==> src/rtl/mem_geom_pkg.sv <==
package mem_geom_pkg;

	// byte address as seen by the subsystem, only the bits that pick a line and a byte in it
	localparam int ADDR_W = 12;
	localparam int LINE_W = 128;
	localparam int WORD_W = 32;
	localparam int BYTE_W = 8;

	// line index comes from the upper address bits
	localparam int INDEX_W = 8;
	localparam int LINE_COUNT = 256;

	// byte offset inside a line sits below the index
	localparam int OFFSET_W = ADDR_W - INDEX_W;

	// lowest address bit of the word lane select, bits below it pick a byte in the word
	localparam int WORD_SEL_LSB = $clog2(WORD_W / BYTE_W);

	typedef logic [ADDR_W-1:0] addr_t;
	typedef logic [LINE_W-1:0] line_t;
	typedef logic [WORD_W-1:0] word_t;
	typedef logic [INDEX_W-1:0] index_t;

endpackage

==> src/rtl/mem_req_pkg.sv <==
package mem_req_pkg;

	// entries per request queue
	localparam int QUEUE_DEPTH = 4;

	// a line read only needs the address, the response returns it unchanged
	typedef struct packed {
		mem_geom_pkg::addr_t addr;
	} rd_req_t;

	// is_byte selects a byte write at addr[3:0], otherwise a word write at addr[3:2]
	typedef struct packed {
		mem_geom_pkg::addr_t addr;
		mem_geom_pkg::word_t data;
		logic                is_byte;
	} wr_req_t;

endpackage

==> src/rtl/line_port_if.sv <==
`timescale 1ns/1ps

interface line_port_if;
	import mem_geom_pkg::*;

	// read side, rd_line follows rd_en by one cycle
	logic   rd_en;
	index_t rd_idx;
	line_t  rd_line;

	// write side, takes effect at the clock edge
	logic   wr_en;
	index_t wr_idx;
	line_t  wr_line;

	// high once the clear sweep after reset has finished
	logic   init_done;

	modport ctrl (
		output rd_en,
		output rd_idx,
		output wr_en,
		output wr_idx,
		input  init_done
	);

	modport merge (
		input  rd_line,
		output wr_line
	);

	modport store (
		input  rd_en,
		input  rd_idx,
		input  wr_en,
		input  wr_idx,
		input  wr_line,
		output rd_line,
		output init_done
	);

endinterface

==> src/rtl/write_merge.sv <==
`timescale 1ns/1ps

module write_merge (
	line_port_if.merge           port,
	input mem_req_pkg::wr_req_t  wr_req_i
);
	import mem_geom_pkg::*;

	logic [OFFSET_W-1:0]              byte_sel;
	logic [OFFSET_W-WORD_SEL_LSB-1:0] word_sel;
	line_t                            merged;

	// byte lane uses all offset bits, word lane drops the byte-in-word bits
	assign byte_sel = wr_req_i.addr[OFFSET_W-1:0];
	assign word_sel = wr_req_i.addr[OFFSET_W-1:WORD_SEL_LSB];

	// the old line comes from the read issued one cycle earlier
	always_comb begin
		merged = port.rd_line;
		if (wr_req_i.is_byte) begin
			merged[byte_sel*BYTE_W +: BYTE_W] = wr_req_i.data[BYTE_W-1:0];
		end else begin
			merged[word_sel*WORD_W +: WORD_W] = wr_req_i.data;
		end
	end

	assign port.wr_line = merged;

endmodule

==> src/flat_wrapper.sv <==
// flat-port wrapper written by rule: the top's interface ports become plain ports
module write_merge_flat import mem_geom_pkg::*;
  (wr_req_i, port_rd_line, port_wr_line);
  line_port_if port_i ();
  input mem_req_pkg::wr_req_t wr_req_i;
  input wire logic [$bits(port_i.rd_line)-1:0] port_rd_line;
  output wire logic [$bits(port_i.wr_line)-1:0] port_wr_line;
  assign port_i.rd_line = port_rd_line;
  assign port_wr_line = port_i.wr_line;
  write_merge u_core (.port(port_i), .wr_req_i(wr_req_i));
endmodule
==> config.mk <==
export PLATFORM = sky130hd
export DESIGN_NAME = write_merge_flat
export DESIGN_NICKNAME = d
export VERILOG_FILES = /design/src/rtl/mem_geom_pkg.sv /design/src/rtl/mem_req_pkg.sv /design/src/rtl/line_port_if.sv /design/src/rtl/write_merge.sv /design/src/flat_wrapper.sv
export SDC_FILE = /design/constraint.sdc
export NUM_CORES = 1
export LEC_CHECK = 0
export ABC_CLOCK_PERIOD_IN_PS = 4000
export BUFFER_PORTS_ARGS = -buffer_cell sky130_fd_sc_hd__buf_2
export CAP_MARGIN = 0
export CORE_AREA = 4 4 116 118
export DETAILED_ROUTE_END_ITERATION = 8
export DIE_AREA = 0 0 120 122
export PLACE_DENSITY_LB_ADDON = 0.12
export SLEW_MARGIN = 25
export SYNTH_ARGS = -nofsm -noshare
export SYNTH_HDL_FRONTEND = slang
export SYNTH_SLANG_ARGS = --single-unit
==> constraint.sdc <==
create_clock -name vclk -period 4
set_input_delay 0.4 -clock vclk [all_inputs]
set_output_delay 0.4 -clock vclk [all_outputs]
set_load 0.01 [all_outputs]
### Word level (Yosys, flattened, before mapping)

Cells that the tools add are included.

* memories: 0
* memory bits (read-only): 0
* memory bits (writable): 0
* word-level logic and storage cells: 9
* flip-flop bits (word level): 0
* input port bits: 173
* latch bits: 0

* shifts and indexed selects: 4
* multipliers: 0
* multiplexer cells: 3
* order comparisons: 0
* divide/modulo/power cells: 0
* add/sub/neg operators: 2
* equality and inequality tests: 0
* bitwise logic cells: 0
* reductions and logical operators: 0

Operators by type and width (count)
* bitwise mux 128 bit: 2
* two-way mux 128 bit: 1
* variable shift 32 x 34 -> 128 bit (first input constant): 1
* variable shift 8 x 34 -> 128 bit (first input constant): 1
* variable part select 32 x 34 -> 128 bit: 1
* variable part select 8 x 34 -> 128 bit: 1
* negation 7 -> 34 bit: 2

### Depth between registers and ports, before layout

* depth after elaboration: 4
* depth in mapped cells: 10
* mapped depth without buffers: 6

### Least setup slack after synthesis

OpenSTA, ideal clock, no wires.

* path type: input to output
* from: input port wr_req_i[35] in the netlist's numbering
* to: output port port_wr_line[112]
* data required time: 3.600 ns
* arrival time: 2.708 ns
* stages on the path: 8
* path buffers: 2
* slack: 0.892 ns
* cell sequence: clkbuf_1 -> nor3_1 -> ha_1 -> or4b_1 -> buf_2 -> a2111oi_4 -> nor2_2 -> a221o_1

* word-level cells in the longest chain between the ends: 4

Ends and longest elaborated chain
* from (decl): RTL line flat_wrapper.sv:5 `input mem_req_pkg::wr_req_t wr_req_i;`
* negation 7 -> 34 bit, on equally long branches: RTL line write_merge.sv:23, write_merge.sv:21
* variable part select 32 x 34 -> 128 bit (tied with other cells): RTL line write_merge.sv:23 `merged[word_sel*WORD_W +: WORD_W] = wr_req_i.data;`
* bitwise mux 128 bit, on equally long branches: RTL line write_merge.sv:23, write_merge.sv:21
* two-way mux 128 bit (*): RTL line write_merge.sv:20 `if (wr_req_i.is_byte) begin`
* to (decl): RTL line flat_wrapper.sv:7 `output wire logic [$bits(port_i.wr_line)-1:0] port_wr_line;`

Mark *: on every way between the ends. The rest lies on a longest branch, timed or not.

### Worst setup path in the final report

* from: input port wr_req_i[35] in the netlist's numbering
* to: output port port_wr_line[15]

The elaborated chain is that of the path after synthesis.

==> flow_summary.yaml <==
clocking:
  cts_resized: 0
  post_cts_buffers: 0
  hold_buffers: 0
sta:
  hold_viol: 0
  fin_crit_sh_pct: 93.2
  slew_viol_final: 0
  slew_headroom_pct: 25.5
  grt_setup_unrepaired: "no"
  fmax_ghz: 0.268
  tns_ps: 0
  period_minus_slack_ps: 3730
  worst_pin_slew_ps: 1110
  hold_ws_ps: 1110
  setup_viol: 0
logic_synthesis:
  synth_largest_area_cell: "a221oi_1"
  synth_cells: 557
  syn_area_per_cell_um2: 6.85
  synthTopCellsByArea: "a221oi_1 23%, a221o_1 12%, o21a_1 12%"
  ys_seq_area_share_pct: 0
  synth.top_cell.area_share_pct: 23.4
  yosysMostFrequentCell: "a221oi_1"
  synth.distinct_cells: 47
  syn_nets: 738
  syn-cell-area_mm2: 0.00381
  synthTopCellsByCount: "102 x a221oi_1, 60 x o21a_1, 58 x clkbuf_1, 49 x a21oi_1, 45 x a221o_1"
  yosysWarningCount: 0
global_route:
  first_global_vias: 6053
  grt_pass1_wl_um: 33500
  grt_max_degree: 98
  antenna_found_initial: 1
  grt_use_total_pct: 28.0
  overflow: 0
critical_path:
  crit_fanout: 18
  crit_path_end_kind: "output port"
  path_class: "primary input to output port"
  cp.required_ps: 3600
  worstSetupStartpointType: "primary input"
  crit_arrival_ps: 3330
floorplan:
  std_cell_rows: 41
  die_area_mm2: 0.0146
  coreArea_mm2: 0.0125
  io_pins: 301
  die_w_um: 120
  initial_utilization_pct: 30.6
  dieHeight_um: 122
final_layout:
  final_core_util_pct: 43.6
  multi_input_area_mm2: 0.00342
  nFillCells: 1347
  clock_buffer_count: 0
  seq_cell_count: 0
  nNetsFinal: 987
  fin_area_mm2: 0.00544
  register_area_um2: 0
  syn2layout_area_growth_pct: 42.6
  drive_gt1_share_pct: 40.7
worst_hold_path:
  holdCritPathClass: "primary input to output port"
pwr:
  power_per_cell_area_mw_per_mm2: 143
  leakage_uw: 0.00249
  ir_worst_vdd_mv: 0.0464
drt:
  drt_wl_total_um: 22300
  vias_per_cell: 6.47
  detail-route-antenna-nets: 0
  dr.pass1.iters: 6
  drc: 0
  routedWlPerCell_um: 22.9
  vias: 6321
  drt_iter0_drc: 900
placement:
  place_congestion: 0.905
  numPortBuffers: 293
  hpwl_um: 16500
  placed_cell_area_mm2: 0.00544
flow_run:
  cap_violations: 0
outcome:
  status: "finished clean"
cell usage in the layout, fill, tap and decap left out, drive strengths merged, types with 2 or more instances in the layout:
| cell type | n |
|---|---|
| a211oi | 14 |
| a21o | 2 |
| a21oi | 50 |
| a221o | 45 |
| a221oi | 102 |
| a22o | 10 |
| a22oi | 23 |
| a31oi | 16 |
| and2 | 9 |
| buf | 315 |
| ha | 8 |
| inv | 43 |
| mux2i | 8 |
| nand2 | 3 |
| nand2b | 2 |
| nand3 | 2 |
| nand4 | 4 |
| nor2 | 30 |
| nor3 | 12 |
| nor4bb | 2 |
| o21a | 60 |
| o21ai | 10 |
| o31a | 16 |
| o32a | 2 |
| or3b | 2 |
power by group:
part	internal, µW	switching [µW]
logic	325	455
registers	0	0
clock network	0.0000334	0
total	325	455
logic make-up after synthesis:
kind of cell / Yosys count / share of synthesized area [%]
AND/OR/NAND/NOR: 75 / 10.5
AO/OA/AOI/OAI: 353 / 73.2
multiplexers: 9 / 2.39
buffers and inverters: 112 / 11.3
adder cells (fa/ha/maj): 8 / 2.62
through the flow:
step	std cells	power [µW]	setup WS, ps
2_1_floorplan	557	429	892
3_3_place_gp	976	757	491
3_5_place_dp	976	766	399
4_1_cts	976	771	382
5_1_grt	976	843	132
6_report	977	780	270
area by class of cell:
class | instances | area share, %
multi-input cells | 445 | 62.9
diodes | 1 | 0.0460
well taps | 172 | 3.96
inverters | 44 | 3.04
repair buffers | 315 | 30.0
path summary, 6_finish.rpt:
kind / cells past startpoint / from / to / slack (ps)
setup / recovery: 8 / wr_req_i[35] / port_wr_line[15] / 270
hold / removal: 3 / port_rd_line[104] / port_wr_line[104] / 1110
critical path, cell delays in order:
cell,delay [ps]
buf_2,200
inv_1,120
ha_1,500
and3b_1,260
o21ai_1,850
o21ai_1,520
o21a_1,330
buf_2,140
per-layer routing:
layer	global-route usage (%)	wire, µm
met5	0	7
met4	4.80	361
met3	5.15	2410
met2	49.4	10900
met1	36.0	8640
Note: power is estimated with default switching activity, not from simulation.
