File: config.mk
export PLATFORM = sky130hd
export DESIGN_NAME = req_fifo
export DESIGN_NICKNAME = d
export VERILOG_FILES = /design/src/rtl/mem_geom_pkg.sv /design/src/rtl/mem_req_pkg.sv /design/src/rtl/req_fifo.sv
export SDC_FILE = /design/constraint.sdc
export NUM_CORES = 1
export LEC_CHECK = 0
export CAP_MARGIN = 15
export CORE_MARGIN = 5
export CORE_UTILIZATION = 40
export DETAILED_ROUTE_END_ITERATION = 7
export DONT_BUFFER_PORTS = 1
export GPL_TIMING_DRIVEN = 0
export SLEW_MARGIN = 30
export SYNTH_ARGS = -nofsm -noshare
export SYNTH_HDL_FRONTEND = slang
export SYNTH_SLANG_ARGS = --single-unit
File: constraint.sdc
create_clock -name clk -period 4.95 [get_ports clk]
set_input_delay 0.7425 -clock clk [delete_from_list [all_inputs] [get_ports clk]]
set_output_delay 0.7425 -clock clk [all_outputs]
set_load 0.005 [all_outputs]
File: src/rtl/mem_geom_pkg.sv
package mem_geom_pkg;

	// byte address as seen by the subsystem, only the bits that pick a line and a byte in it
	localparam int ADDR_W = 12;
	localparam int LINE_W = 128;
	localparam int WORD_W = 32;
	localparam int BYTE_W = 8;

	// line index comes from the upper address bits
	localparam int INDEX_W = 8;
	localparam int LINE_COUNT = 256;

	// byte offset inside a line sits below the index
	localparam int OFFSET_W = ADDR_W - INDEX_W;

	// lowest address bit of the word lane select, bits below it pick a byte in the word
	localparam int WORD_SEL_LSB = $clog2(WORD_W / BYTE_W);

	typedef logic [ADDR_W-1:0] addr_t;
	typedef logic [LINE_W-1:0] line_t;
	typedef logic [WORD_W-1:0] word_t;
	typedef logic [INDEX_W-1:0] index_t;

endpackage

File: src/rtl/mem_req_pkg.sv
package mem_req_pkg;

	// entries per request queue
	localparam int QUEUE_DEPTH = 4;

	// a line read only needs the address, the response returns it unchanged
	typedef struct packed {
		mem_geom_pkg::addr_t addr;
	} rd_req_t;

	// is_byte selects a byte write at addr[3:0], otherwise a word write at addr[3:2]
	typedef struct packed {
		mem_geom_pkg::addr_t addr;
		mem_geom_pkg::word_t data;
		logic                is_byte;
	} wr_req_t;

endpackage

File: src/rtl/req_fifo.sv
`timescale 1ns/1ps

module req_fifo #(
	parameter type payload_t = logic
) (
	input  logic     clk,
	input  logic     rst_i,
	input  logic     in_valid_i,
	output logic     in_ready_o,
	input  payload_t in_data_i,
	output logic     out_valid_o,
	input  logic     out_ready_i,
	output payload_t out_data_o
);
	import mem_req_pkg::*;

	localparam int PTR_W = $clog2(QUEUE_DEPTH);
	localparam int CNT_W = $clog2(QUEUE_DEPTH + 1);

	payload_t         slots [QUEUE_DEPTH];
	logic [PTR_W-1:0] wr_ptr;
	logic [PTR_W-1:0] rd_ptr;
	logic [CNT_W-1:0] count;
	logic             push;
	logic             pop;

	// pointers wrap explicitly so the depth need not be a power of two
	function automatic logic [PTR_W-1:0] next_ptr(input logic [PTR_W-1:0] ptr);
		if (ptr == PTR_W'(QUEUE_DEPTH - 1)) begin
			return '0;
		end
		return ptr + 1'b1;
	endfunction

	assign in_ready_o = (count != CNT_W'(QUEUE_DEPTH));
	assign out_valid_o = (count != '0);
	assign out_data_o = slots[rd_ptr];
	assign push = in_valid_i && in_ready_o;
	assign pop = out_valid_o && out_ready_i;

	always_ff @(posedge clk) begin
		if (rst_i) begin
			wr_ptr <= '0;
			rd_ptr <= '0;
			count <= '0;
		end else begin
			if (push) begin
				wr_ptr <= next_ptr(wr_ptr);
			end
			if (pop) begin
				rd_ptr <= next_ptr(rd_ptr);
			end
			// a push and a pop in the same cycle leave the count unchanged
			case ({push, pop})
				2'b10: count <= count + 1'b1;
				2'b01: count <= count - 1'b1;
				default: count <= count;
			endcase
		end
	end

	always_ff @(posedge clk) begin
		if (push) begin
			slots[wr_ptr] <= in_data_i;
		end
	end

	// the pointers only meet when the queue is empty or exactly full
	a_no_overflow: assert property (@(posedge clk) disable iff (rst_i)
		(wr_ptr == rd_ptr) == (count == '0 || count == CNT_W'(QUEUE_DEPTH)));

endmodule

# --- Word level (Yosys, flattened, before mapping) ---
# Memories as Yosys holds them, arrays and structs flattened. A register that Yosys moved wholly into a read port is not among the register bits.
# Index checks and enable logic that the tools add are counted.
op_classes:
  add_sub_neg: 4
  n_eq_ne: 5
  n_mux: 15
  n_reduce_logical: 4
op_table:
  columns: ["cell", "n"]
  rows:
  - ["$mux W2", 6]
  - ["$mux W1", 8]
  - ["$eq A2 B2 Y1 const B", 3]
  - ["$pmux W3 S2", 1]
  - ["$add A2 B1 Y2 const B", 2]
  - ["$add A3 B1 Y3 const B", 1]
  - ["$ne A3 B3 Y1 const B", 1]
  - ["$reduce_bool A3 Y1", 1]
  - ["$sub A3 B1 Y3 const B", 1]
  - ["$eq A2 B1 Y1 const B", 1]
  - ["$logic_and A1 B1 Y1", 2]
  - ["$reduce_bool A2 Y1", 1]
totals:
  ff_bits: 7
  ramBits: 4
  inputBits: 5
  elab_cells: 32
  n_memories: 1
mem_list:
  columns: ["name", "depth", "word_bits", "rd", "rd_ports_with_merged_regs", "wr", "line", "source"]
  rows:
  - ["slots", 4, 1, 1, 1, 1, "req_fifo.sv:20", "payload_t slots [QUEUE_DEPTH];"]

# --- Depth between registers and ports, before layout ---
logic_depth:
  depth_word: 7
  ltp_mapped: 10
  mapped_depth_nobuf: 9

# --- Worst setup path after synthesis ---
# OpenSTA, ideal clock, no wires.
synth_path:
  path_kind: "register to register"
  from: "reg count[0]"
  to: "reg count[2]"
  setup_time_ns: 0.070
  t_arrival_ns: 2.291
  slack_ns: 2.589
  path_stages_with_launch: 11
  n_path_buf: 1
  cell_sequence: "dfxtp_1 -> or3b_1 -> clkbuf_2 -> and2_4 -> inv_1 -> ha_1 -> inv_1 -> fa_1 -> xor2_1 -> or3_2 -> a21oi_1"
synth_between:
  elab_chain_cells: 4
  elab_cells_between_ends: 10
synth_lines:
  columns: ["item", "line", "source"]
  rows:
  - ["start, declared", "req_fifo.sv:23", "logic [CNT_W-1:0] count;"]
  - ["start signal, assigned", "req_fifo.sv:55", "2'b10: count <= count + 1'b1;"]
  - ["start signal, assigned", "req_fifo.sv:56", "2'b01: count <= count - 1'b1;"]
  - ["start signal, assigned", "req_fifo.sv:57", "default: count <= count;"]
  - ["$ne A3 B3 Y1 (*)", "req_fifo.sv:35", "assign in_ready_o = (count != CNT_W'(QUEUE_DEPTH));"]
  - ["net in_ready_o", "req_fifo.sv:9", "output logic in_ready_o,"]
  - ["$logic_and A1 B1 Y1 (*)", "req_fifo.sv:38", "assign push = in_valid_i && in_ready_o;"]
  - ["$eq A2 B1 Y1 / $eq A2 B2 Y1 (equally long branches)", "req_fifo.sv:54", "case ({push, pop})"]
  - ["$pmux W3 S2 / $reduce_bool A2 Y1 (equally long branches)", null, null]
# Mark *: on every way through the listed nets, which the timed path passes. The rest lies on a longest branch.
# A chain may end at the register's enable or synchronous reset.

# --- Final worst setup path ---
# Same ends and word-level chain as after synthesis.

==> summary.md <==
| Metric | Value |
|---|---|
| FF-to-FF End | `count[2]` |
| All-layer global routing usage | `7.15%` |
| RePlAce Congestion | `0.677` |
| Worst-path clk slew | `0.07 ns` |
| Final Util | `45.6%` |
| Final net count | `75` |
| Root Driver | `clkbuf_4` |
| # port buffers | `0` |
| H-tree depth | `1` |
| Seq cells post-synth | `13` |
| Mapped Cells | `58` |
| Drt initial violations | `2` |
| Leakage power | `0.296 nW` |
| Postcts setup bufs | `0` |
| YS warnings | `0` |
| Power per standard cell area | `475 nW/µm²` |
| Hold-fix buffers, CTS | `0` |
| Clock Latency Late Sink | `0.27 ns` |
| Vias per std cell | `4.94` |
| Top fanout value on the critical path | `7` |
| TritonRoute pass-1 iters | `2` |
| Fill count | `136` |
| R2r setup slk | `2.46 ns` |
| Worst EP arrival | `2.69 ns` |
| I/O pins | `8` |
| R2R cell count | `10` |
| Setup crit end | `count[2]` |
| Routed Antenna Nets | `0` |
| Vias in the first global route | `338` |
| CTS Buffer Depth | `2` |
| Post-synthesis mux area share | `6.64%` |
| Max VDD drop | `0.223 mV` |
| Share of layout cells above drive strength 1 | `21.0%` |
| Status | `completed` |
| Largest family of logic cells by synthesized area | `simple AND/OR/NAND/NOR gates` |
| Routed length per instance | `10.2 µm` |
| TritonCTS clock tree | `done` |
| Core area | `1510 µm²` |
| Post-synthesis area per instance | `11.0 µm²` |
| Die Ht | `50.0 µm` |
| ANT cells | `0` |
| First-pass GRT wire length | `1330 µm` |
| Vias | `385` |
| RSZ-0062 raised after global routing | `false` |
| Final period utilization | `50.3%` |
| Area of the multi-input gates | `305 µm²` |
| Post-Synth Adder-Cell Area | `14.8%` |
| Sequential-to-total area share from yosys stat | `46.9%` |
| Final Hold Vio Count | `0` |
| Post-CTS sizing | `0` |
| Max Clk Rate | `0.402 GHz` |
| Largest net degree at the start of global routing | `10` |
| Req. time, crit path | `5.15 ns` |
| # rows | `14` |
| Actual slew at the worst max-slew pin | `0.519 ns` |
| Synth cell types | `24` |
| # Max-Cap Violations | `0` |
| DRC viols | `0` |
| Effective utilization at floorplan | `42.5%` |
| Final min period | `2.49 ns` |
| Worst hold margin | `0.505 ns` |
| Grt total ovfl | `0` |
| Syn Nets | `70` |
| Post-synthesis compound-gate area fraction | `6.25%` |
| Clock sink count | `13` |
| Crit end category | `flop` |
| Worst Skew | `0.00380 ns` |
| Post-Route Setup TNS | `0 ns` |
| Post-Syn Area | `641 µm²` |
| Pins Over Slew Limit | `0` |
| Max-Slew Margin vs Limit | `65.1%` |
| Area growth syn-to-layout | `7.23%` |
| Total CTS buffers | `3` |
| Register Area | `300 µm²` |
| WS Path Type | `reg -> reg` |
| Worst setup path startpoint | `count[0]` |
| Worst min path class | `reg -> reg` |
| Post-synthesis xor/xnor area fraction | `2.73%` |
| Die area | `2500 µm²` |
| RR Startpoint | `count[0]` |
| Final WL | `798 µm` |
| Die width | `50.0 µm` |
| Simple-gate area share of the yosys netlist | `17.2%` |
| Count of final setup violators | `0` |
| Initial antenna violation count | `0` |
| Crit start category | `flop` |
## power breakdown
part / total (W) / internal (W) / switching (W)
logic: 0.000110 / 0.0000547 / 0.0000553
registers: 0.000155 / 0.000135 / 0.0000196
clock network: 0.0000619 / 0.0000312 / 0.0000307
total: 0.000327 / 0.000221 / 0.000106
## layer usage
| metal | part of all wire, % | GRT usage (%) | up-vias | routed length (µm) |
|---|---|---|---|---|
| li1 | - | - | 205 | - |
| met1 | 44 | 7.58 | 175 | 352 |
| met2 | 50 | 10.7 | 3 | 402 |
| met3 | 3.6 | 4.52 | 2 | 29 |
| met4 | 1.6 | 3.93 | 0 | 13 |
| met5 | 0 | 0 | - | 0 |
## critical path, cell delays in order, from the launching register on
cell,delay [ns]
dfxtp_1,0.35
or3b_1,0.38
clkbuf_2,0.15
and2_4,0.18
inv_1,0.05
ha_1,0.17
inv_1,0.06
fa_1,0.37
xor2_1,0.16
or3_2,0.40
a21oi_1,0.14
## cells by family after synthesis
group / after synthesis
flops: 13
simple gates: 18
compound gates: 6
buf+inv: 9
fa+ha+maj: 7
xor+xnor: 2
mux: 3
## synthesized netlist by cell type, drive strengths merged
cell | count | area share [%]
nand2b | 2 | 2.0
o31ai | 2 | 3.1
mux4 | 1 | 3.5
ha | 6 | 12
o21ai | 1 | 0.78
nand2 | 1 | 0.59
fa | 1 | 3.1
a21oi | 3 | 2.3
mux2i | 2 | 3.1
nand3 | 1 | 0.78
and3 | 4 | 4.7
clkbuf | 2 | 1.4
inv | 7 | 4.1
or3 | 3 | 3.3
nor2 | 4 | 2.3
xor2 | 2 | 2.7
edfxtp | 4 | 19
or3b | 1 | 1.4
dfxtp | 9 | 28
nor3 | 1 | 0.78
and2 | 1 | 1.4
## cell usage in the layout, fill, tap and decap left out, drive strengths merged, types with 3 or more instances in the layout
master,netlist,final
or3,3,3
ha,6,6
a21oi,3,3
and3,4,4
edfxtp,4,4
dfxtp,9,9
inv,7,7
nor2,4,4
clkbuf,2,6
## worst min path at each step
stage | start | end | slack [ns] | depth (start not counted)
final | rd_ptr[0] | rd_ptr[0] | 0.51 | 2
after global routing | rd_ptr[0] | rd_ptr[0] | 0.53 | 2
after detailed placement | rd_ptr[0] | rd_ptr[0] | 0.50 | 2
after floorplan | rd_ptr[0] | flop | 0.46 | 2
after global placement | rd_ptr[0] | rd_ptr[0] | 0.49 | 2
after CTS | rd_ptr[0] | rd_ptr[0] | 0.51 | 2
## per-stage QoR
step	instances	cell area (µm²)	total power (W)	worst slack, ns
global placement	74	661	0.000269	2.47
finish	78	687	0.000327	2.46
global route	78	687	0.000354	2.33
floorplan	58	641	0.000250	2.59
detailed placement	74	661	0.000272	2.46
CTS	78	687	0.000334	2.44
## cell type report
| class | instances | area share, % |
|---|---|---|
| Multi-Input combinational cell | 36 | 44.4 |
| Sequential cell | 13 | 43.7 |
| Clock buffer | 4 | 3.83 |
| Inverter | 7 | 3.83 |
| Tap cell | 16 | 2.91 |
| Buffer | 2 | 1.28 |
Note: power is estimated with default switching activity, not from simulation.
