[src/rtl/mem_geom_pkg.sv]
package mem_geom_pkg;

	// byte address as seen by the subsystem, only the bits that pick a line and a byte in it
	localparam int ADDR_W = 12;
	localparam int LINE_W = 128;
	localparam int WORD_W = 32;
	localparam int BYTE_W = 8;

	// line index comes from the upper address bits
	localparam int INDEX_W = 8;
	localparam int LINE_COUNT = 256;

	// byte offset inside a line sits below the index
	localparam int OFFSET_W = ADDR_W - INDEX_W;

	// lowest address bit of the word lane select, bits below it pick a byte in the word
	localparam int WORD_SEL_LSB = $clog2(WORD_W / BYTE_W);

	typedef logic [ADDR_W-1:0] addr_t;
	typedef logic [LINE_W-1:0] line_t;
	typedef logic [WORD_W-1:0] word_t;
	typedef logic [INDEX_W-1:0] index_t;

endpackage

[src/rtl/mem_req_pkg.sv]
package mem_req_pkg;

	// entries per request queue
	localparam int QUEUE_DEPTH = 4;

	// a line read only needs the address, the response returns it unchanged
	typedef struct packed {
		mem_geom_pkg::addr_t addr;
	} rd_req_t;

	// is_byte selects a byte write at addr[3:0], otherwise a word write at addr[3:2]
	typedef struct packed {
		mem_geom_pkg::addr_t addr;
		mem_geom_pkg::word_t data;
		logic                is_byte;
	} wr_req_t;

endpackage

[src/rtl/line_port_if.sv]
`timescale 1ns/1ps

interface line_port_if;
	import mem_geom_pkg::*;

	// read side, rd_line follows rd_en by one cycle
	logic   rd_en;
	index_t rd_idx;
	line_t  rd_line;

	// write side, takes effect at the clock edge
	logic   wr_en;
	index_t wr_idx;
	line_t  wr_line;

	// high once the clear sweep after reset has finished
	logic   init_done;

	modport ctrl (
		output rd_en,
		output rd_idx,
		output wr_en,
		output wr_idx,
		input  init_done
	);

	modport merge (
		input  rd_line,
		output wr_line
	);

	modport store (
		input  rd_en,
		input  rd_idx,
		input  wr_en,
		input  wr_idx,
		input  wr_line,
		output rd_line,
		output init_done
	);

endinterface

[src/rtl/mem_ctrl.sv]
`timescale 1ns/1ps

module mem_ctrl (
	input  logic                 clk,
	input  logic                 rst_i,
	line_port_if.ctrl            port,
	input  logic                 rd_q_valid_i,
	output logic                 rd_q_ready_o,
	input  mem_req_pkg::rd_req_t rd_q_data_i,
	input  logic                 wr_q_valid_i,
	output logic                 wr_q_ready_o,
	input  mem_req_pkg::wr_req_t wr_q_data_i,
	output logic                 wr_in_ready_o,
	output logic                 rsp_valid_o,
	input  logic                 rsp_ready_i,
	output mem_geom_pkg::addr_t  rsp_addr_o
);
	import mem_geom_pkg::*;

	// ST_WRITE is the second half of a read-modify-write, ST_READ holds a response
	typedef enum logic [1:0] {
		ST_IDLE,
		ST_WRITE,
		ST_READ
	} state_t;

	state_t state;
	state_t state_nxt;
	logic   can_issue;
	logic   issue_wr;
	logic   issue_rd;
	index_t wr_line_idx;
	index_t rd_line_idx;
	addr_t  rsp_addr_q;

	assign wr_line_idx = wr_q_data_i.addr[ADDR_W-1:OFFSET_W];
	assign rd_line_idx = rd_q_data_i.addr[ADDR_W-1:OFFSET_W];

	// a new line read may start from idle, or in the cycle the pending response is taken
	assign can_issue = port.init_done &&
		(state == ST_IDLE || (state == ST_READ && rsp_ready_i));

	// writes go first, a read only runs against an empty write queue
	assign issue_wr = can_issue && wr_q_valid_i;
	assign issue_rd = can_issue && !wr_q_valid_i && rd_q_valid_i;

	always_comb begin
		state_nxt = state;
		case (state)
			ST_IDLE, ST_READ: begin
				if (issue_wr) begin
					state_nxt = ST_WRITE;
				end else if (issue_rd) begin
					state_nxt = ST_READ;
				end else if (state == ST_READ && rsp_ready_i) begin
					state_nxt = ST_IDLE;
				end
			end
			// back to idle so the next line read sees this write in the array
			ST_WRITE: state_nxt = ST_IDLE;
			default: state_nxt = ST_IDLE;
		endcase
	end

	always_ff @(posedge clk) begin
		if (rst_i) begin
			state <= ST_IDLE;
		end else begin
			state <= state_nxt;
		end
	end

	always_ff @(posedge clk) begin
		if (issue_rd) begin
			rsp_addr_q <= rd_q_data_i.addr;
		end
	end

	// one line read serves both a queued read and the first half of a write
	assign port.rd_en = issue_wr || issue_rd;
	assign port.rd_idx = issue_wr ? wr_line_idx : rd_line_idx;

	// the merged line is written and the write request popped in the same cycle
	assign port.wr_en = (state == ST_WRITE);
	assign port.wr_idx = wr_line_idx;
	assign wr_q_ready_o = (state == ST_WRITE);

	assign rd_q_ready_o = issue_rd;

	// no new writes while a read waits, so none can overtake it
	assign wr_in_ready_o = port.init_done && !rd_q_valid_i;

	assign rsp_valid_o = (state == ST_READ);
	assign rsp_addr_o = rsp_addr_q;

	// a stalled response keeps its valid and address until the consumer takes it
	a_rsp_stable: assert property (@(posedge clk) disable iff (rst_i)
		rsp_valid_o && !rsp_ready_i |=> rsp_valid_o && $stable(rsp_addr_o));

endmodule

[src/flat_wrapper.sv]
// flat-port wrapper written by rule: the top's interface ports become plain ports
module mem_ctrl_flat import mem_geom_pkg::*;
  (clk, rst_i, rd_q_valid_i, rd_q_ready_o, rd_q_data_i, wr_q_valid_i, wr_q_ready_o, wr_q_data_i, wr_in_ready_o, rsp_valid_o, rsp_ready_i, rsp_addr_o, port_rd_en, port_rd_idx, port_wr_en, port_wr_idx, port_init_done);
  line_port_if port_i ();
  input  logic clk;
  input  logic rst_i;
  input  logic rd_q_valid_i;
  output logic rd_q_ready_o;
  input  mem_req_pkg::rd_req_t rd_q_data_i;
  input  logic wr_q_valid_i;
  output logic wr_q_ready_o;
  input  mem_req_pkg::wr_req_t wr_q_data_i;
  output logic wr_in_ready_o;
  output logic rsp_valid_o;
  input  logic rsp_ready_i;
  output mem_geom_pkg::addr_t rsp_addr_o;
  output wire logic [$bits(port_i.rd_en)-1:0] port_rd_en;
  output wire logic [$bits(port_i.rd_idx)-1:0] port_rd_idx;
  output wire logic [$bits(port_i.wr_en)-1:0] port_wr_en;
  output wire logic [$bits(port_i.wr_idx)-1:0] port_wr_idx;
  input wire logic [$bits(port_i.init_done)-1:0] port_init_done;
  assign port_rd_en = port_i.rd_en;
  assign port_rd_idx = port_i.rd_idx;
  assign port_wr_en = port_i.wr_en;
  assign port_wr_idx = port_i.wr_idx;
  assign port_i.init_done = port_init_done;
  mem_ctrl u_core (.clk(clk), .rst_i(rst_i), .port(port_i), .rd_q_valid_i(rd_q_valid_i), .rd_q_ready_o(rd_q_ready_o), .rd_q_data_i(rd_q_data_i), .wr_q_valid_i(wr_q_valid_i), .wr_q_ready_o(wr_q_ready_o), .wr_q_data_i(wr_q_data_i), .wr_in_ready_o(wr_in_ready_o), .rsp_valid_o(rsp_valid_o), .rsp_ready_i(rsp_ready_i), .rsp_addr_o(rsp_addr_o));
endmodule
[config.mk]
export PLATFORM = sky130hd
export DESIGN_NAME = mem_ctrl_flat
export DESIGN_NICKNAME = d
export VERILOG_FILES = /design/src/rtl/mem_geom_pkg.sv /design/src/rtl/mem_req_pkg.sv /design/src/rtl/line_port_if.sv /design/src/rtl/mem_ctrl.sv /design/src/flat_wrapper.sv
export SDC_FILE = /design/constraint.sdc
export NUM_CORES = 1
export LEC_CHECK = 0
export BUFFER_PORTS_ARGS = -buffer_cell sky130_fd_sc_hd__buf_2
export CORE_ASPECT_RATIO = 1.1
export CORE_MARGIN = 5
export CORE_UTILIZATION = 25
export CTS_BUF_LIST = sky130_fd_sc_hd__clkbuf_4 sky130_fd_sc_hd__clkbuf_8
export DETAILED_ROUTE_END_ITERATION = 8
export PLACE_DENSITY = 0.79
export SYNTH_ARGS = -nofsm -noshare
export SYNTH_HDL_FRONTEND = slang
export SYNTH_SLANG_ARGS = --single-unit
[constraint.sdc]
create_clock -name clk -period 2.9 [get_ports clk]
set_clock_uncertainty 0.2 [all_clocks]
set_input_delay 0.145 -clock clk [delete_from_list [all_inputs] [get_ports clk]]
set_output_delay 0.145 -clock clk [all_outputs]
set_load 0.05 [all_outputs]
== After elaboration in Yosys (flattened, before gate mapping) ==
Index checks and enable logic that the tools add are counted.

* Output and inout port bits: 34
* Flip-flop bits (word level): 14
* Word-level logic and storage cells: 26

* Equal/unequal tests: 2
* Bitwise gates (word level): 1
* Reduce and logical (&&, ||, !) cells: 16
* Mux-type cells: 4

{| class="wikitable"
|+ Operators by type and width
! cell !! count
|-
| two-way mux 8 bit || 1
|-
| logical AND 1 bit || 6
|-
| two-way mux 2 bit || 2
|-
| OR reduction 2 bit || 2
|-
| nonzero test 3 bit || 1
|-
| OR reduction 3 bit || 1
|-
| equality test 2 x 1 -> 1 bit, second input constant || 1
|-
| equality test 2 bit, second input constant || 1
|-
| zero test 1 bit || 2
|-
| zero test 2 bit || 1
|-
| logical OR 1 bit || 2
|-
| nonzero test 2 bit || 1
|-
| two-way mux 1 bit || 1
|-
| inverter 1 bit || 1
|}

== Depth between registers and ports, before layout ==
* Word-level depth: 8
* Mapped depth: 3
* Mapped depth without buffers: 3

== Worst setup path before layout ==
OpenSTA, ideal clock, no wires.

* Path type: register to register
* Start: register u_core.state[1]
* End: register u_core.rsp_addr_q[0] (netlist: u_core.rsp_addr_o[0]) (enable)
* Required time: 2.251 ns
* Arrival: 2.536 ns
* Period minus slack after synthesis: 3.185 ns
* Stages on the path, launching flop included: 4
* Path slack: -0.285 ns
* Buffers on the path: 0
* Library setup time: 0.449 ns
* Path through: dfxtp_1 > nand2b_4 > nand3b_1 > nor3b_1

* Longest elaborated chain between the ends: 6

{| class="wikitable"
|+ RTL lines
! element !! RTL line !! RTL
|-
| start, declared || mem_ctrl.sv:27 || <nowiki>state_t state;</nowiki>
|-
| start signal, assigned || mem_ctrl.sv:69 || <nowiki>state <= state_nxt;</nowiki>
|-
| equality test 2 bit || mem_ctrl.sv:41 || <nowiki>(state == ST_IDLE || (state == ST_READ && rsp_ready_i));</nowiki>
|-
| logical AND 1 bit || mem_ctrl.sv:41 ||
|-
| logical OR 1 bit (*) || mem_ctrl.sv:41 ||
|-
| logical AND 1 bit (*) || mem_ctrl.sv:40 || <nowiki>assign can_issue = port.init_done &&</nowiki>
|-
| logical AND 1 bit (*) (2 in series) || mem_ctrl.sv:45 || <nowiki>assign issue_rd = can_issue && !wr_q_valid_i && rd_q_valid_i;</nowiki>
|-
| net rd_q_ready_o || flat_wrapper.sv:8 || <nowiki>output logic rd_q_ready_o;</nowiki>
|-
| end signal, assigned || mem_ctrl.sv:75 || <nowiki>rsp_addr_q <= rd_q_data_i.addr;</nowiki>
|-
| end, declared || mem_ctrl.sv:34 || <nowiki>addr_t rsp_addr_q;</nowiki>
|}

Mark *: on every way through the listed nets, which the timed path passes. The rest lies on a longest branch.
A chain may end at the register's enable or synchronous reset.

== Final worst setup path ==
* Start: register u_core.state[0]
* End: output port rd_q_ready_o

* Longest elaborated chain between the ends: 6

{| class="wikitable"
|+ RTL lines
! element !! RTL line
|-
| equality test 2 bit || mem_ctrl.sv:41
|-
| logical AND 1 bit || mem_ctrl.sv:41
|-
| logical OR 1 bit (*) || mem_ctrl.sv:41
|-
| logical AND 1 bit (*) || mem_ctrl.sv:40
|-
| logical AND 1 bit (*) (2 in series) || mem_ctrl.sv:45
|-
| end, declared || flat_wrapper.sv:8
|}

Mark *: on every way between the ends. The rest lies on a longest branch, timed or not.

==> results.cfg <==
[logic_synthesis]
synth_area_leaders = edfxtp_1 (55%), mux2_2 (14%), buf_4 (10%), dfxtp_1 (6.1%), nand4b_4 (3.6%)
syn_area_um2 = 658.1
synth.yosys.warnings = 0
synth_seq_area_share_pct = 60.84
synth_fp_nets = 106
synth_largest_area_cell = edfxtp_1
synth-xor-area-share_pct = 0
synthCells = 43
synth_simple_gate_area_share_pct = 14.07
synth_top_family_by_area = simple AND/OR/NAND/NOR gates
postSynthAreaPerCell_um2 = 15.31
synth_compound_area_share_pct = 1.141
synth_seq_cells = 14
synth_fa_ha_area_share_pct = 0
synth_cell_types = 13
yosysTopAreaCellShare_pct = 54.75
synthMuxAreaShare_pct = 13.69

[grt]
grt_usage_pct = 9.882
overflow = 0
grt_pass1_wl_um = 2808
grt_antenna_before_repair = 0
grt_max_degree = 10
grt_pass1_vias = 660

[placement]
dp_hpwl_um = 1502
portBuffers = 59
dp.cells = 125
routabilityCongestion = 0.6367

[cells_and_area]
antennaDiodeCount = 0
syn_to_final_growth_pct = 69.20
filler_cell_count = 251
final_layout_size_suffix_gt1_share_pct = 66.96
instances_no_fill = 143
final_nets = 176

[worst_setup_path]
endpoint_kind = output pin
cp_top_family = simple AND/OR/NAND/NOR gates
critPathMaxFanout = 8
crit_type = register to output pin
crit_path_max_incr_delay_ns = 0.55
critPathSlowestCell = nor3b_2
worst_r2r_path_depth = 3
path_buf_inv = 1
cp_data_required_time_ns = 2.56
arrival_ns = 1.78
cp-start-kind = register
cp.depth = 3
path_cells = nand3b_1, nor3b_2, buf_2

[power_and_ir_drop]
leakage_uw = 0.0005223
p_per_area_nw_per_um2 = 481.0
vdd.ir_drop.worst_uv = 241.4

[route]
wl_per_cell_um = 12.96
drcViolationCount = 0
finalWirelength_um = 1853
viasPerCell = 4.175
drt_iter0_drc = 13
drtPass1Iterations = 3
vias = 597
detail-route-antenna-nets = 0

[cts]
postCtsSetupRepairBufs = 0
cts_made_buffers = 3
post_cts_resized = 0
clockRootBuffer = clkbuf_4
htreeDepth = 1
ctsHoldBuffers = 14
clkSinkCount = 14
clkTransAtPathRegs_ns = 0.09
clockBufferDepth = 2
cts_tree = done
worstSkewPairLatency_ns = 0.27

[sta]
hold_violations = 0
relSlewSlack_pct = 59.75
maxSlewViolCount = 0
fin_crit_sh_pct = 73.18
setup_viol = 0
worst_slew_pin_slew_ns = 0.6011
tns_ns = 0
max_freq_mhz = 471.2
rsz0062_at_grt = false
finalCriticalPeriod_ns = 2.122

[worst_hold_path]
worstHoldPathCells = 3
hp-class = input pin to register

[floorplanning]
die_area_um2 = 3760
initial_utilization_pct = 26.12
rows = 19
coreArea_um2 = 2520
die_y_um = 63.81
die_w_um = 58.92
ioPinCount = 97

[outcome]
status = finished clean

[job]
cap_violations = 0
-- tightest hold or removal path: stages --
cell	delay, ns
buf_2	0.13
nand4b_4	0.16
nor3_1	0.06
-- flip-flops by register name, indices dropped and copies added, names as in the netlist --
| name | count |
|---|---|
| u_core.rsp_addr_o | 12 |
| u_core.state | 2 |
-- where the power goes --
part	internal [uW]	leakage, uW	switching (uW)
registers	225	0.000126	2.33
logic	54.1	0.000375	115
clock network	76.3	0.0000210	63.3
-- kinds of logic (layout without fill, tap and decap cells) --
| kind of cell | count (synthesis) | after routing |
|---|---|---|
| flip-flops | 14 | 14 |
| AO/OA/AOI/OAI | 1 | 1 |
| AND/OR/NAND/NOR | 11 | 11 |
| multiplexers | 8 | 8 |
| buffers and inverters | 9 | 78 |
-- routing by layer --
layer  up-vias  track usage (%)  share of wire, %
li1        289                -                 -
met1       268            10.81                37
met2        38            17.54                51
met3         2            2.616                11
met4         0            4.249              0.76
met5         -                0                 0
-- metrics by stage --
stage | worst slack [ns] | utilization [%] | area, um^2 | hold slack, ns | total power (uW)
6_report | 0.7778 | 44.19 | 1114 | 0.05330 | 535.7
5_1_grt | 0.6047 | 44.19 | 1114 | 0.08503 | 562.5
4_1_cts | 0.7159 | 44.19 | 1114 | 0.05264 | 544.0
3_5_place_dp | 0.9963 | 37.19 | 937.1 | 0.1238 | 387.9
3_3_place_gp | 1.070 | 37.19 | 937.1 | 0.1225 | 386.0
2_1_floorplan | 0.6405 | - | 663.1 | 0.01776 | 349.9
-- cell usage in the layout, fill, tap and decap left out --
| cell | n |
|---|---|
| nand3b_1 | 2 |
| nand4b_4 | 1 |
| nor3b_2 | 1 |
| buf_2 | 59 |
| dlygate4sd3_1 | 14 |
| nand2b_4 | 1 |
| a211oi_1 | 1 |
| edfxtp_1 | 12 |
| clkbuf_4 | 3 |
| dfxtp_1 | 2 |
| buf_4 | 1 |
| nor2b_1 | 2 |
| nor2_1 | 2 |
| mux2_2 | 8 |
| and2b_1 | 1 |
| nor3_1 | 1 |
| clkbuf_8 | 1 |
-- final timing paths --
| kind | startpoint | endpoint | slack [ns] |
|---|---|---|---|
| setup / recovery | u_core.state[0]$_SDFFE_PP0P_ | rd_q_ready_o | 0.78 |
| hold / removal | port_init_done | u_core.state[0]$_SDFFE_PP0P_ | 0.05 |
| setup reg to reg | u_core.state[0]$_SDFFE_PP0P_ | u_core.rsp_addr_o[10]$_DFFE_PP_ | 1.02 |
| hold reg to reg | u_core.state[0]$_SDFFE_PP0P_ | u_core.state[0]$_SDFFE_PP0P_ | 0.33 |
-- cell type report --
cell class | instances | area, um^2 | share of cell area [%]
clock buffers | 4 | 36.28 | 3.258
multi-input cells | 20 | 195.2 | 17.53
well taps | 31 | 38.79 | 3.483
repair buffers | 74 | 442.9 | 39.78
flip-flops and latches | 14 | 400.4 | 35.95
-- synth_stat cells --
master    number
edfxtp_1      12
buf_4          9
mux2_2         8
dfxtp_1        2
nand3b_1       2
nor2_1         2
nor2b_1        2
a211oi_1       1
and2b_1        1
nand2b_4       1
nand4b_4       1
nor3_1         1
nor3b_1        1
No activity file was read; power rests on OpenSTA's default activity.
